### src/design/panel_params.svh
// Panel geometry and command opcodes

`ifndef PANEL_PARAMS_SVH
`define PANEL_PARAMS_SVH

// Panel size in pixels
`define PANEL_COLS 512
`define PANEL_ROWS 16

// Bytes stored per pixel (blue, green, red)
`define BYTES_PER_PIXEL 3

// A column value arrives as this many bytes, high byte first
`define COL_FIELD_BYTES 2

`define OP_FILLRECT 8'h01

`endif

### src/design/panel_pkg.sv
// Panel controller types

`default_nettype none

package panel_pkg;

`include "panel_params.svh"

    // Addresses inside the framebuffer
    typedef logic [$clog2(`PANEL_COLS)-1:0] col_addr_t;
    typedef logic [$clog2(`PANEL_ROWS)-1:0] row_addr_t;
    typedef logic [$clog2(`BYTES_PER_PIXEL)-1:0] pixel_index_t;

    // Command fields as received, may exceed the panel
    typedef logic [8*`COL_FIELD_BYTES-1:0] col_field_t;
    typedef logic [7:0] row_field_t;

    typedef struct packed {
        logic [7:0] blue;
        logic [7:0] green;
        logic [7:0] red;
    } color_t;

    typedef struct packed {
        row_addr_t    row;
        col_addr_t    col;
        pixel_index_t pixel;
    } fb_addr_t;

endpackage

`default_nettype wire

### src/design/fb_write_if.sv
// Framebuffer byte write bus

`timescale 1ns/1ps
`default_nettype none

interface fb_write_if import panel_pkg::*; ();
    row_addr_t    row;
    col_addr_t    col;
    pixel_index_t pixel;
    logic [7:0]   data;
    logic         write_enable; // One byte per strobe

    modport source (output row, col, pixel, data, write_enable);
    modport sink   (input row, col, pixel, data, write_enable);
endinterface

`default_nettype wire

### src/design/fill_area_walker.sv
// Clipped rectangle walker

`timescale 1ns/1ps
`default_nettype none

`include "panel_params.svh"

module fill_area_walker import panel_pkg::*; (
    input  wire logic       clk,
    input  wire logic       reset,
    input  wire logic       start,
    input  wire col_field_t x1,
    input  wire col_field_t width,
    input  wire row_field_t y1,
    input  wire row_field_t height,
    input  wire color_t     color,
    output logic            finished,
    fb_write_if.source      fb
);
    col_addr_t    start_col, end_col, col;
    row_addr_t    end_row, row;
    pixel_index_t pixel;
    logic         active;
    logic         empty_done;
    logic         last_byte;
    logic [16:0]  last_col_wide;
    logic [8:0]   last_row_wide;
    logic         off_panel;

    always_comb begin
        last_col_wide = {1'b0, x1} + {1'b0, width} - 17'd1;
        last_row_wide = {1'b0, y1} + {1'b0, height} - 9'd1;
        off_panel = (width == '0) || (height == '0) ||
                    (x1 >= 16'(`PANEL_COLS)) || (y1 >= 8'(`PANEL_ROWS));
    end

    always_ff @(posedge clk) begin
        if (reset) begin
            active     <= 1'b0;
            empty_done <= 1'b0;
        end else begin
            empty_done <= start && off_panel; // Nothing to write
            if (start && !off_panel) active <= 1'b1;
            else if (last_byte) active <= 1'b0;
        end
    end

    // Counters and clipped bounds
    always_ff @(posedge clk) begin
        if (start) begin
            start_col <= col_addr_t'(x1);
            col       <= col_addr_t'(x1);
            row       <= row_addr_t'(y1);
            pixel     <= '0;
            end_col   <= (last_col_wide >= 17'(`PANEL_COLS)) ?
                         col_addr_t'(`PANEL_COLS - 1) : col_addr_t'(last_col_wide);
            end_row   <= (last_row_wide >= 9'(`PANEL_ROWS)) ?
                         row_addr_t'(`PANEL_ROWS - 1) : row_addr_t'(last_row_wide);
        end else if (active) begin
            if (pixel == pixel_index_t'(`BYTES_PER_PIXEL - 1)) begin
                pixel <= '0;
                if (col == end_col) begin
                    col <= start_col;
                    row <= row + 1'b1;
                end else begin
                    col <= col + 1'b1;
                end
            end else begin
                pixel <= pixel + 1'b1;
            end
        end
    end

    assign last_byte = active && (pixel == pixel_index_t'(`BYTES_PER_PIXEL - 1)) &&
                       (col == end_col) && (row == end_row);
    assign finished = last_byte || empty_done;

    assign fb.row          = row;
    assign fb.col          = col;
    assign fb.pixel        = pixel;
    assign fb.write_enable = active;
    assign fb.data = (pixel == 2'd0) ? color.blue :
                     (pixel == 2'd1) ? color.green : color.red;

endmodule

`default_nettype wire

### src/design/cmd_fillrect.sv
// Fill-rectangle command

`timescale 1ns/1ps
`default_nettype none

`include "panel_params.svh"

module cmd_fillrect import panel_pkg::*; (
    input  wire logic       clk,
    input  wire logic       reset,
    input  wire logic       byte_valid,
    input  wire logic [7:0] byte_data,
    output logic            busy,
    output logic            done,
    fb_write_if.source      fb
);
    typedef enum logic [2:0] {
        S_X1,
        S_Y1,
        S_WIDTH,
        S_HEIGHT,
        S_COLOR,
        S_START,
        S_RUN,
        S_DONE
    } state_t;

    localparam int FIELD_IDX_W = $clog2(`COL_FIELD_BYTES);

    state_t                 state;
    logic [FIELD_IDX_W-1:0] x1_cnt;
    logic [FIELD_IDX_W-1:0] width_cnt;
    pixel_index_t           color_cnt;
    col_field_t             x1;
    col_field_t             width;
    row_field_t             y1;
    row_field_t             height;
    color_t                 color;
    logic                   walker_finished;

    always_ff @(posedge clk) begin
        if (reset || state == S_DONE) begin
            state     <= S_X1;
            x1_cnt    <= FIELD_IDX_W'(`COL_FIELD_BYTES - 1);
            width_cnt <= FIELD_IDX_W'(`COL_FIELD_BYTES - 1);
            color_cnt <= pixel_index_t'(`BYTES_PER_PIXEL - 1);
            x1        <= '0;
            width     <= '0;
            y1        <= '0;
            height    <= '0;
            color     <= '0;
        end else begin
            case (state)
                S_X1: if (byte_valid) begin
                    x1[x1_cnt*8 +: 8] <= byte_data; // High byte first
                    if (x1_cnt == '0) state <= S_Y1;
                    else x1_cnt <= x1_cnt - 1'b1;
                end
                S_Y1: if (byte_valid) begin
                    y1    <= byte_data;
                    state <= S_WIDTH;
                end
                S_WIDTH: if (byte_valid) begin
                    width[width_cnt*8 +: 8] <= byte_data;
                    if (width_cnt == '0) state <= S_HEIGHT;
                    else width_cnt <= width_cnt - 1'b1;
                end
                S_HEIGHT: if (byte_valid) begin
                    height <= byte_data;
                    state  <= S_COLOR;
                end
                S_COLOR: if (byte_valid) begin
                    case (color_cnt) // Sent as blue, green, red
                        2'd2:    color.blue  <= byte_data;
                        2'd1:    color.green <= byte_data;
                        default: color.red   <= byte_data;
                    endcase
                    if (color_cnt == '0) state <= S_START;
                    else color_cnt <= color_cnt - 1'b1;
                end
                S_START: state <= S_RUN;
                S_RUN: if (walker_finished) state <= S_DONE;
                default: state <= S_X1;
            endcase
        end
    end

    assign busy = (state == S_START) || (state == S_RUN) || (state == S_DONE);
    assign done = (state == S_DONE);

    fill_area_walker u_walker (
        .clk      (clk),
        .reset    (reset),
        .start    (state == S_START),
        .x1       (x1),
        .width    (width),
        .y1       (y1),
        .height   (height),
        .color    (color),
        .finished (walker_finished),
        .fb       (fb)
    );

endmodule

`default_nettype wire

### src/flat_wrapper.sv
// flat-port wrapper written by rule: the top's interface ports become plain ports
module cmd_fillrect_flat import panel_pkg::*;
  (clk, reset, byte_valid, byte_data, busy, done, fb_row, fb_col, fb_pixel, fb_data, fb_write_enable);
  fb_write_if fb_i ();
  input  wire logic clk;
  input  wire logic reset;
  input  wire logic byte_valid;
  input  wire logic [7:0] byte_data;
  output logic busy;
  output logic done;
  output wire logic [$bits(fb_i.row)-1:0] fb_row;
  output wire logic [$bits(fb_i.col)-1:0] fb_col;
  output wire logic [$bits(fb_i.pixel)-1:0] fb_pixel;
  output wire logic [$bits(fb_i.data)-1:0] fb_data;
  output wire logic [$bits(fb_i.write_enable)-1:0] fb_write_enable;
  assign fb_row = fb_i.row;
  assign fb_col = fb_i.col;
  assign fb_pixel = fb_i.pixel;
  assign fb_data = fb_i.data;
  assign fb_write_enable = fb_i.write_enable;
  cmd_fillrect u_core (.clk(clk), .reset(reset), .byte_valid(byte_valid), .byte_data(byte_data), .busy(busy), .done(done), .fb(fb_i));
endmodule
### config.mk
export PLATFORM = sky130hd
export DESIGN_NAME = cmd_fillrect_flat
export DESIGN_NICKNAME = d
export VERILOG_FILES = /design/src/design/panel_pkg.sv /design/src/design/fb_write_if.sv /design/src/design/fill_area_walker.sv /design/src/design/cmd_fillrect.sv /design/src/flat_wrapper.sv
export VERILOG_INCLUDE_DIRS = /design/src /design/src/design
export SDC_FILE = /design/constraint.sdc
export NUM_CORES = 1
export LEC_CHECK = 0
export BUFFER_PORTS_ARGS = -buffer_cell sky130_fd_sc_hd__buf_4
export CAP_MARGIN = 20
export CORE_UTILIZATION = 45
export DETAILED_ROUTE_END_ITERATION = 7
export GPL_TIMING_DRIVEN = 1
export PLACE_DENSITY_LB_ADDON = 0.12
export SYNTH_ARGS = -nofsm -noshare
export SYNTH_HDL_FRONTEND = slang
export SYNTH_HIERARCHICAL = 1
export SYNTH_SLANG_ARGS = --single-unit
### constraint.sdc
create_clock -name clk -period 3.8 [get_ports clk]
set_input_delay 0.76 -clock clk [delete_from_list [all_inputs] [get_ports clk]]
set_output_delay 0.76 -clock clk [all_outputs]
set_load 0.01 [all_outputs]
After elaboration in Yosys (flattened, before gate mapping)

Index checks and enable logic that the tools add are counted.

Output and inout bits: 26
Bits in registers: 118
Logic and storage cells: 124

Reductions and logical operators: 34
Mux-type cells: 27
Eq/ne operators: 22
Add/subtract/negate cells: 12
$lt $le $gt $ge: 4
Shift operators: 4
Bitwise gates (word level): 2

Operators by type and width:

| kind                                                  | count |
|---|---|
| negation 4 -> 34 bit                                  | 2 |
| variable shift 8 x 34 -> 16 bit, first input constant | 2 |
| indexed part select 8 x 34 -> 16 bit                  | 2 |
| 2-to-1 mux 9 bit                                      | 4 |
| bitwise mux 16 bit                                    | 2 |
| 2-to-1 mux 3 bit                                      | 9 |
| case mux 3 bit (7 select lines)                       | 1 |
| adder 16 x 16 -> 17 bit                               | 1 |
| >= comparator 17 x 10 -> 1 bit, second input constant | 1 |
| subtractor 17 x 1 -> 17 bit, second input constant    | 1 |
| >= comparator 16 x 10 -> 1 bit, second input constant | 1 |
| logical NOT 16 bit                                    | 1 |
| 2-to-1 mux 4 bit                                      | 4 |
| 2-to-1 mux 8 bit                                      | 2 |
| != test 2 bit, second input constant                  | 8 |
| AND reduction 3 bit                                   | 5 |
| equality test 3 bit, second input constant            | 4 |
| AND reduction 2 bit                                   | 5 |
| adder 8 x 8 -> 9 bit                                  | 1 |
| adder 9 x 1 -> 9 bit, second input constant           | 1 |
| equality test 9 bit                                   | 1 |
| >= comparator 9 x 5 -> 1 bit, second input constant   | 1 |
| AND reduction 9 bit                                   | 1 |
| subtractor 9 x 1 -> 9 bit, second input constant      | 1 |
| other kinds (22)                                      | 44 |

Logic depth before layout (Yosys ltp)

Gate-level depths: netlist (run 1).

Depth after elaboration: 7
Depth in mapped cells: 12

Modules after synthesis

Netlist (run 1), hierarchy kept.

By module, submodules not included:

| module           | area an instance (um^2) | seq. area each (um^2) | cells an instance | instances |
|---|---|---|---|---|
| fill_area_walker | 3748.6                  | 1131.1                | 443               | 1 |
| cmd_fillrect     | 3250.6                  | 1581.5                | 385               | 1 |

Least setup slack after synthesis (run 1)

No wires, ideal clock.

Path kind: register to register
Start: register u_core.x1[2]
End: register u_core.u_walker.end_col[0] (data pin)
Clock period less this slack: 3047 ps
Library setup time: 279 ps
Buffers on the path: 0
Data required time: 3521 ps
Arrival: 2768 ps
Setup slack: 753 ps
Cell stages (with the launch flop): 12
Cell sequence: dfxtp_1 > inv_1 > ha_1 > inv_1 > ha_1 > a21o_1 > o21a_2 > o41ai_2 > a21oi_1 > or3_4 > a2111oi_4 > nand3_1

Longest elaborated chain between the ends: 3

RTL lines:

| what                             | RTL line               | text |
|---|---|---|
| start: declaration               | cmd_fillrect.sv:34     | `col_field_t x1;` |
| start signal: indexed assignment | cmd_fillrect.sv:55     | `x1[x1_cnt*8 +: 8] <= byte_data;` |
| adder 16 x 16 -> 17 bit          | fill_area_walker.sv:31 | `last_col_wide = {1'b0, x1} + {1'b0, width} - 17'd1;` |
| subtractor 17 x 1 -> 17 bit      | fill_area_walker.sv:31 |  |
| >= comparator 17 x 10 -> 1 bit   | fill_area_walker.sv:55 | `` end_col <= (last_col_wide >= 17'(`PANEL_COLS)) ? `` |
| end signal: assignment           | fill_area_walker.sv:55 |  |
| end: declaration                 | fill_area_walker.sv:20 | `col_addr_t start_col, end_col, col;` |

No other way between the ends.
A chain may end at the register's enable or synchronous reset.

Worst setup path after layout (run 1)

Start: register u_core.x1[1]
End: register u_core.u_walker.end_col[5] (data pin)

Longest elaborated chain between the ends: 3

RTL lines:

| what                            | RTL line |
|---|---|
| adder 16 x 16 -> 17 bit (*)     | fill_area_walker.sv:31 |
| subtractor 17 x 1 -> 17 bit (*) | fill_area_walker.sv:31 |
| >= comparator 17 x 10 -> 1 bit  | fill_area_walker.sv:55 |

Every way passes the cells marked *; elsewhere a longest branch is shown, timed or not.

==> impl_metrics.tcl, run 1 <==
set metrics [dict create \
    required_ns 3.93 \
    dp_hpwl_microns 11780 \
    place.gp.congestion 0.8673 \
    initial_core_util_pct 46.04 \
    antenna_cells 0 \
    synth-xor-area-share_pct 4.505 \
    drv_slew 0 \
    grt_overflow_total 0 \
    synth_nets 892 \
    cp.arrival_ns 3.57 \
    crit_path_max_fanout 9 \
    rsz0062_at_grt "no" \
    cp-start-kind "flip-flop" \
    clock_latency_ns 0.41 \
    synth-simple-area-share_pct 15.95 \
    crit_type "flip-flop to flip-flop" \
    grt_util_all_layers_pct 21.62 \
    cts_tree "done" \
    via_count 5696 \
    drc_errors 0 \
    via_per_inst 5.509 \
    crit_path_end_kind "flip-flop" \
    ctsHoldBuffers 0 \
    synth_cell_type_count 68 \
    synth_top_family_by_area "compound AO/OA/AOI/OAI gates" \
    cts.path.max_buffers 2 \
    rows 45 \
    worstHoldPathType "flip-flop to flip-flop" \
    syn_area_sq_mm 0.006999 \
    ys_warn_count 6 \
    synthToLayoutAreaGrowth_pct 12.62 \
    ys.flop_type "dfxtp_1" \
    period_needed_ns 3.444 \
    maxCapViolations 0 \
    drt_iter0_drc 408 \
    grt_pass1_vias 5299 \
    yosysTopAreaCellShare_pct 23.74 \
    synth_compound_area_share_pct 18.36 \
    setup_viol 0 \
    routedWlPerCell_microns 16.22 \
    die_x_microns 126.7 \
    slew_headroom_pct 41.40 \
    core_area_sq_mm 0.01520 \
    clkTransAtPathRegs_ns 0.05 \
    drive_above_1_share_pct 10.40 \
    async_reset_ff_share_pct 0 \
    htreeDepth 4 \
    root_buffer "clkbuf_16" \
    holdWs_ns 0.4622 \
    grt_pass1_wl_microns 27120 \
    synth.avg_cell_area_sq_um 8.453 \
    drt-pass1-iter-count 5 \
    finClkSkew_ns 0.005618 \
    syn_inst 828 \
    fillCellCount 1431 \
    grt_max_degree 35 \
    timing.fmax_mhz 290.3 \
    hold_violations 0 \
    tightest_slew_ns 0.8753 \
    ir_drop_mv 0.3057 \
    synth_largest_area_cell "dfxtp_1" \
    post-place-ws_ns 0.3562 \
    clock-sinks 118 \
    setup_tns_ns 0 \
    ys_top_cells_by_area "dfxtp_1 (24%), edfxtp_1 (15%), ha_1 (9.1%)" \
    antenna_left 0 \
    leakagePower_nw 3.087 \
    ys_seq_elements 118 \
    synth_fa_ha_area_share_pct 9.689 \
    fp.dieArea_sq_mm 0.01606 \
    fp.dieH_microns 126.7 \
    synth_edf_count 35 \
    seq_area_frac_synth_pct 38.76 \
    p_per_area_mw_per_mm2 443.8 \
    pin_count 37 \
    antenna_found_initial 0 \
    io_buffers 36 \
    synthMuxAreaShare_pct 3.164 \
    final_nets 897 \
    status "finished, final reports clean" \
    setup_slack_ns 0.3558 \
    cts_buffers 17 \
    routed_wl_microns 16770 \
    period_share_pct 90.64 \
]
==> final cells by class <==
class                   instances  area (sq um)  area share, %
clock buffers                  25         486.7          6.175
clock inverters                 7         117.6          1.492
inverters                     106         397.9          5.048
multi-input cells             548          3617          45.89
flip-flops and latches        118          2713          34.41
well taps                     188         235.2          2.984
repair buffers                 42         315.3          4.000
==> report_power, final <==
group          total (mW)  switching [mW]  internal [mW]
Sequential           1.37          0.0511           1.31
Combinational       0.504           0.299          0.205
Clock                1.63           0.541           1.09
==> critical path, cell delays in order, from the launching register on <==
cell	delay, ns
dfxtp_1	0.38
inv_1	0.06
ha_1	0.27
inv_1	0.04
ha_1	0.22
fa_1	0.42
a211oi_1	0.29
o21ai_0	0.25
nand4_1	0.16
o221ai_1	0.14
a311o_1	0.34
a2111oi_4	0.29
buf_4	0.21
nand3_1	0.08
==> synth_stat cells (2+ instances only) <==
master / n
inv_1: 106
a21oi_1: 95
dfxtp_1: 83
nand3_1: 73
o21ai_0: 73
ha_1: 51
nand2_1: 51
nor2_1: 36
edfxtp_1: 35
clkbuf_1: 24
mux2i_1: 21
xor2_1: 19
buf_2: 18
xnor2_1: 17
o21ai_1: 11
nor4_1: 10
a21o_1: 7
and3_1: 7
nand2b_1: 6
clkbuf_2: 5
a211oi_1: 4
o21bai_1: 4
a31oi_1: 3
and4bb_2: 3
buf_1: 3
buf_4: 3
buf_6: 3
nand3b_1: 3
nor3_1: 3
o21a_1: 3
a22oi_1: 2
fa_1: 2
nand4_1: 2
nand4bb_1: 2
nor3b_1: 2
o211a_1: 2
o21ai_2: 2
o221ai_1: 2
or3_1: 2
or3b_1: 2
==> cell families (layout without fill, tap and decap cells) <==
kind of cell,after synthesis,in the layout
compound gates,223,223
simple gates,214,214
buf+inv,162,180
flops,118,118
fa+ha+maj,53,53
xor+xnor,36,36
mux,22,22
==> worst paths after layout <==
path	slack [ns]	from	endpoint	cells after the start
worst max-delay path	0.36	u_core/x1[1]	u_core/u_walker/end_col[5]	13
worst min-delay path	0.46	u_core/x1[0]	u_core/u_walker/start_col[0]	0
worst max register to register	0.36	u_core/x1[1]	u_core/u_walker/end_col[5]	13
worst min register to register	0.46	u_core/x1[0]	u_core/u_walker/start_col[0]	0
==> layout by cell type, fill, tap and decap left out, types with 6 or more instances in the layout <==
cell       count
inv_1        106
a21oi_1       95
dfxtp_1       83
nand3_1       73
o21ai_0       73
nand2_1       51
ha_1          51
buf_4         42
nor2_1        36
edfxtp_1      35
mux2i_1       21
xor2_1        19
clkbuf_16     18
xnor2_1       17
o21ai_1       11
nor4_1        10
a21o_1         7
clkbuf_1       6
and3_1         6
nand2b_1       6
==> registers in the layout, indices dropped and copies added (netlist names), 8 cells and up <==
name,flops
u_core/color,24
u_core/height,8
u_core/u_walker/end_col,9
u_core/u_walker/fb.col,9
u_core/u_walker/start_col,9
u_core/width,16
u_core/x1,16
u_core/y1,8
==> stage by stage <==
step | std cells | util [%] | area [sq um] | total power [mW]
finish | 1034 | 51.85 | 7883 | 3.498
floorplan | 828 | - | 6999 | 1.779
detailed placement | 1001 | 47.83 | 7271 | 1.885
global placement | 1001 | 47.83 | 7271 | 1.883
CTS | 1033 | 51.80 | 7875 | 3.519
global route | 1034 | 51.85 | 7883 | 3.650
==> per-layer routing <==
metal | track usage (%) | vias up | wire, microns
li1 | - | 2871 | -
met5 | 0 | - | 0
met1 | 29.04 | 2680 | 7873
met2 | 35.39 | 134 | 7960
met3 | 4.513 | 11 | 787
met4 | 5.742 | 0 | 146
==> repair_timing <==
action,in CTS,in global routing
setup buffers,0,1
gates resized for setup,0,0
endpoints found under the setup margin,0,2
(Power assumes the default switching activity.)
==> run 2: changes to the inputs <==
--- a/config.mk
+++ b/config.mk
@@ -7,12 +7,11 @@
 export NUM_CORES = 1
 export LEC_CHECK = 0
 export BUFFER_PORTS_ARGS = -buffer_cell sky130_fd_sc_hd__buf_4
-export CAP_MARGIN = 20
 export CORE_UTILIZATION = 45
 export DETAILED_ROUTE_END_ITERATION = 7
 export GPL_TIMING_DRIVEN = 1
 export PLACE_DENSITY_LB_ADDON = 0.12
+export REMOVE_ABC_BUFFERS = 1
 export SYNTH_ARGS = -nofsm -noshare
 export SYNTH_HDL_FRONTEND = slang
-export SYNTH_HIERARCHICAL = 1
 export SYNTH_SLANG_ARGS = --single-unit
==> impl_metrics.tcl, run 2 <==
set metrics [dict create \
    status "finished with violations" \
    violations "design-rule violations" \
    fp.dieH_microns 124.9 \
    worstHoldPathType "flip-flop to flip-flop" \
    setup_viol 0 \
    grt_max_degree 38 \
    grt_pass1_wl_microns 26920 \
    period_share_pct 88.35 \
    cts.repair.resized 0 \
    cp-start-kind "flip-flop" \
    routed_wl_microns 16370 \
    final_common_cell "nand2_1" \
    synth_commonest_cells "nand2_1 (180), inv_1 (106), a21oi_1 (99)" \
    drt_iter0_drc 408 \
    ys.flop_type "dfxtp_1" \
    min_from "u_core.color[5]" \
    cts_buffers 17 \
    maxCapViolations 0 \
    syn_inst 846 \
    place.gp.congestion 0.7943 \
    grt_overflow_total 0 \
    required_ns 3.92 \
    period_needed_ns 3.357 \
    critical_path.max_stage_delay_ns 0.61 \
    antenna_found_initial 0 \
    ys_warn_count 0 \
    slowest_stage "a2111oi_4" \
    antenna_left 0 \
    fillCellCount 1399 \
    async_reset_ff_share_pct 0 \
    pin_count 37 \
    fin_cells 1061 \
    ir_drop_mv 0.3675 \
    antenna_cells 0 \
    ys_top_cells_by_area "dfxtp_1 (24%), edfxtp_1 (15%), ha_1 (10%)" \
    cts.path.max_buffers 2 \
    initial_core_util_pct 46.41 \
    synth.avg_cell_area_sq_um 8.034 \
    ys_seq_elements 118 \
    reg.largest.list "u_core.color x24, u_core.width x16, u_core.x1 x16" \
    r2r_end "u_core.u_walker.end_col[5]" \
    seq_area_sq_mm 0.002713 \
    ctsHoldBuffers 0 \
    grt_util_all_layers_pct 21.86 \
    top_register "u_core.color" \
    synth-xor-area-share_pct 3.995 \
    fp.dieArea_sq_mm 0.01560 \
    htreeDepth 4 \
    dp_hpwl_microns 11810 \
    via_per_inst 5.394 \
    cts_tree "done" \
    yosysTopAreaCellShare_pct 24.45 \
    leakagePower_nw 3.036 \
    syn_area_sq_mm 0.006797 \
    cp.arrival_ns 3.48 \
    synth_largest_area_cell "dfxtp_1" \
    hold_path_end "u_core.color[5]" \
    reg2reg_depth 10 \
    largest_reg_flops 24 \
    root_buffer "clkbuf_16" \
    slew_headroom_pct 31.92 \
    synth-simple-area-share_pct 19.85 \
    reg2reg_slack_ns 0.44 \
    synth_compound_area_share_pct 15.48 \
    seq_area_frac_synth_pct 39.91 \
    core_area_sq_mm 0.01464 \
    clock-sinks 118 \
    synth_cell_type_count 57 \
    finClkSkew_ns 0.005551 \
    clock_latency_ns 0.41 \
    crit_chain "inv_1 -> ha_1 -> inv_1 -> ha_1 -> a21o_1 -> a21o_1 -> a221o_1 -> a211o_1 -> a2111oi_4 -> nand4b_1" \
    drc_errors 2 \
    synth_edf_count 35 \
    grt_pass1_vias 5357 \
    synth.most_common_cell "nand2_1" \
    hold_violations 0 \
    clkTransAtPathRegs_ns 0.06 \
    multi_input_area_sq_mm 0.003530 \
    synth_top_family_by_area "simple AND/OR/NAND/NOR gates" \
    die_x_microns 124.9 \
    drv_slew 0 \
    drt-pass1-iter-count 7 \
    synth_fa_ha_area_share_pct 10.71 \
    rsz0062_at_grt "no" \
    tightest_slew_ns 1.014 \
    p_per_area_mw_per_mm2 551.7 \
    io_buffers 36 \
    via_count 5723 \
    routedWlPerCell_microns 15.43 \
    setup_tns_ns 0 \
    dpl.cell_count 1029 \
    synthToLayoutAreaGrowth_pct 14.56 \
    layout_common_cells "nand2_1 (180), inv_1 (106), a21oi_1 (99)" \
    cts_setup_buffers 0 \
    crit_type "flip-flop to flip-flop" \
    drive_above_1_share_pct 10.03 \
    timing.fmax_mhz 297.9 \
    synthMuxAreaShare_pct 1.767 \
    hold-path-cell-count 2 \
    r2r-start "u_core.x1[13]" \
    final_nets 932 \
    crit_path_max_fanout 10 \
    crit_path_end_kind "flip-flop" \
    rows 44 \
]
run 2: cell types whose count changed after synthesis, sizes merged, moves of 5 or more:
| cell | previous run | this run |
|---|---|---|
| nand2 | 51 | 180 |
| o21ai | 86 | 36 |
| nand3 | 73 | 31 |
| buf | 27 | 3 |
| nor2 | 36 | 25 |
| clkbuf | 29 | 39 |
| mux2i | 21 | 12 |
| nand4 | 2 | 10 |
| nor3 | 3 | 11 |
| and2 | 0 | 7 |
| xor2 | 19 | 14 |
run 2: cell families after synthesis:
kind of cell               Yosys count
muxes                               12
and+or+nand+nor                    301
adders and majority gates           57
AOI/OAI and AO/OA                  179
buffers and inverters              148
xor gates and xnor gates            31
DFF                                118
run 2: area by class of cell:
class                      instances  share of cell area, %
clock buffer                      21                  6.460
sequential                       118                  34.84
clock inverter                    11                  1.189
timing repair buffer              41                  4.114
tap                              184                  2.957
multi-input combinational        580                  45.33
inverter                         106                  5.110
run 2: how the worst max path moves through the flow:
stage / cells after the start / slack, ns / startpoint / end
floorplan: 10 / 0.80 / u_core.x1[13] / u_core.u_walker.end_col[1]
global placement: 10 / 0.57 / u_core.x1[13] / u_core.u_walker.end_col[7]
detailed placement: 10 / 0.48 / u_core.x1[13] / u_core.u_walker.end_col[5]
CTS: 10 / 0.46 / u_core.x1[13] / u_core.u_walker.end_col[5]
global route: 11 / 0.31 / u_core.x1[1] / u_core.u_walker.end_col[6]
finish: 10 / 0.44 / u_core.x1[13] / u_core.u_walker.end_col[5]
run 2: report_power, final:
| part | leakage [nW] | switching, mW | internal, mW |
|---|---|---|---|
| combinational | 1.73 | 0.788 | 0.507 |
| clock | 0.292 | 0.571 | 1.01 |
| sequential | 1.02 | 0.0717 | 1.35 |
| total | 3.04 | 1.43 | 2.86 |
run 2: critical path: cells and delay by family, from the launching register on:
kind	cells	cell delay (ns)
DFF	1	0.36
and+or+nand+nor	1	0.18
buffers and inverters	2	0.10
AOI/OAI and AO/OA	5	1.75
adders and majority gates	2	0.69
run 2: through the flow:
stage               utilization [%]  setup WS (ns)  power [mW]  hold slack, ns  area, sq um
global placement              49.10         0.5728       2.722          0.4414         7191
detailed placement            49.10         0.4779       2.724          0.4468         7191
floorplan                         -         0.7974       2.392          0.4357         6631
global route                  53.17         0.3112       4.528          0.4692         7786
finish                        53.17         0.4428       4.296          0.4533         7786
CTS                           53.17         0.4562       4.306          0.4546         7786
run 2: routing by layer:
layer | vias up | GRT usage [%] | share of wire (%)
met2 | 133 | 36.12 | 47
li1 | 2885 | - | -
met1 | 2674 | 28.09 | 47
met3 | 31 | 4.381 | 3.7
met5 | - | 0 | 0
met4 | 0 | 8.465 | 2.1
==> run 3: changes to the inputs <==
--- a/config.mk
+++ b/config.mk
@@ -14,4 +14,5 @@
 export REMOVE_ABC_BUFFERS = 1
 export SYNTH_ARGS = -nofsm -noshare
 export SYNTH_HDL_FRONTEND = slang
+export SYNTH_HIERARCHICAL = 1
 export SYNTH_SLANG_ARGS = --single-unit
==> impl_metrics.tcl, run 3 (synthesis gave the netlist of run 1 again) <==
set metrics [dict create \
    antenna_found_initial 0 \
    via_per_inst 5.628 \
    die_x_microns 126.7 \
    setup_tns_ns 0 \
    dp_hpwl_microns 12020 \
    fillCellCount 1448 \
    routed_wl_microns 16790 \
    crit_chain "inv_1 -> ha_1 -> inv_1 -> ha_1 -> fa_1 -> a211oi_1 -> o21ai_0 -> a21oi_1 -> xor2_1 -> nand3_1 -> a2111oi_4 -> buf_4 -> nand3_1" \
    reg2reg_slack_ns 0.36 \
    required_ns 3.91 \
    largest_reg_flops 24 \
    clkTransAtPathRegs_ns 0.06 \
    routedWlPerCell_microns 16.25 \
    rows 45 \
    leakagePower_nw 3.090 \
    tightest_slew_ns 1.046 \
    cp.arrival_ns 3.55 \
    post-place-ws_ns 0.3670 \
    critical_path.max_stage_delay_ns 0.43 \
    cp-start-kind "flip-flop" \
    ir_drop_mv 0.3223 \
    period_needed_ns 3.438 \
    place.gp.congestion 0.7851 \
    slowest_stage "fa_1" \
    fp.dieArea_sq_mm 0.01606 \
    worstHoldPathType "flip-flop to flip-flop" \
    core_area_sq_mm 0.01520 \
    timing.fmax_mhz 290.9 \
    htreeDepth 4 \
    period_share_pct 90.46 \
    antenna_left 0 \
    setup_slack_ns 0.3625 \
    grt_pass1_vias 5628 \
    setup_viol 0 \
    cts_tree "done" \
    finClkSkew_ns 0.007810 \
    pin_count 37 \
    layout_common_cells "inv_1 (106), a21oi_1 (95), dfxtp_1 (83)" \
    drive_above_1_share_pct 10.77 \
    drv_slew 0 \
    drc_errors 0 \
    antenna_cells 0 \
    root_buffer "clkbuf_16" \
    crit_path_end_kind "flip-flop" \
    fp.dieH_microns 126.7 \
    maxCapViolations 0 \
    clock-sinks 118 \
    cts_buffers 17 \
    synthToLayoutAreaGrowth_pct 12.73 \
    cts.path.max_buffers 2 \
    final_common_cell "inv_1" \
    final_nets 896 \
    grt_max_degree 52 \
    top_register "u_core/color" \
    crit_type "flip-flop to flip-flop" \
    clock_latency_ns 0.41 \
    slew_headroom_pct 30.24 \
    grt_pass1_wl_microns 27810 \
    reg.largest.list "u_core/color x24, u_core/width x16, u_core/x1 x16" \
    cts.repair.resized 0 \
    grt_util_all_layers_pct 22.00 \
    via_count 5814 \
    crit_path_max_fanout 9 \
    initial_core_util_pct 46.04 \
    drt-pass1-iter-count 7 \
    drt_iter0_drc 287 \
    crit_family "compound AO/OA/AOI/OAI gates" \
    status "finished, final reports clean" \
    hold_violations 0 \
    cp_num_buf_inv 3 \
    p_per_area_mw_per_mm2 448.9 \
    rsz0062_at_grt "no" \
    grt_overflow_total 0 \
    io_buffers 36 \
]
[run 3: changes by cell type in the layout (fill, tap and decap cells not counted), sizes merged, moves of 9 or more]
cell   change
nand2    -129
nand3     +42
mux2i      +9
nor2      +11
o21ai     +50
[run 3: layout make-up]
class                   count  area [sq um]  area share (%)
clock buffers              21         471.7           5.978
flip-flops and latches    118          2713           34.38
repair buffers             41         307.8           3.901
well taps                 188         235.2           2.981
multi-input cells         548          3617           45.85
inverters                 106         397.9           5.043
clock inverters            11         147.6           1.871
[run 3: worst register-to-register path, cell delays in order, from the launching register on]
cell       delay, ns
dfxtp_1         0.37
inv_1           0.06
ha_1            0.28
inv_1           0.04
ha_1            0.22
fa_1            0.43
a211oi_1        0.29
o21ai_0         0.26
a21oi_1         0.21
xor2_1          0.16
nand3_1         0.14
a2111oi_4       0.37
buf_4           0.21
nand3_1         0.10
[run 3: timing repair]
action / in CTS / in global routing
buffers inserted: 0 / 1
hold endpoints to repair: 0 / 0
endpoints found under the setup margin: 0 / 4
hold buffers: 0 / 0
[run 3: final timing paths]
path | end | depth (start not counted) | from
max | u_core/u_walker/end_col[6] | 13 | u_core/x1[1]
min | u_core/u_walker/start_col[0] | 0 | u_core/x1[0]
max reg2reg | u_core/u_walker/end_col[6] | 13 | u_core/x1[1]
min reg2reg | u_core/u_walker/start_col[0] | 0 | u_core/x1[0]
[run 3: where the power goes]
group          internal [mW]  switching, mW
combinational          0.204          0.300
clock                   1.09          0.583
sequential              1.31         0.0528
[run 3: per-layer routing]
| layer | GRT usage (%) | wire (microns) | up-vias |
|---|---|---|---|
| met5 | 0 | 0 | - |
| met4 | 8.333 | 301 | 0 |
| met3 | 3.922 | 637 | 23 |
| met2 | 38.06 | 8219 | 132 |
| met1 | 27.38 | 7627 | 2790 |
| li1 | - | - | 2869 |
[run 3: stage by stage]
stage	cell area [sq um]	hold slack, ns	cells	power [mW]	utilization [%]
2_1_floorplan	6726	0.4267	772	1.749	-
5_1_grt	7890	0.4791	1033	3.678	51.90
3_5_place_dp	7263	0.4525	1000	1.891	47.78
6_report	7890	0.4632	1033	3.542	51.90
4_1_cts	7883	0.4693	1032	3.560	51.85
3_3_place_gp	7263	0.4421	1000	1.892	47.78
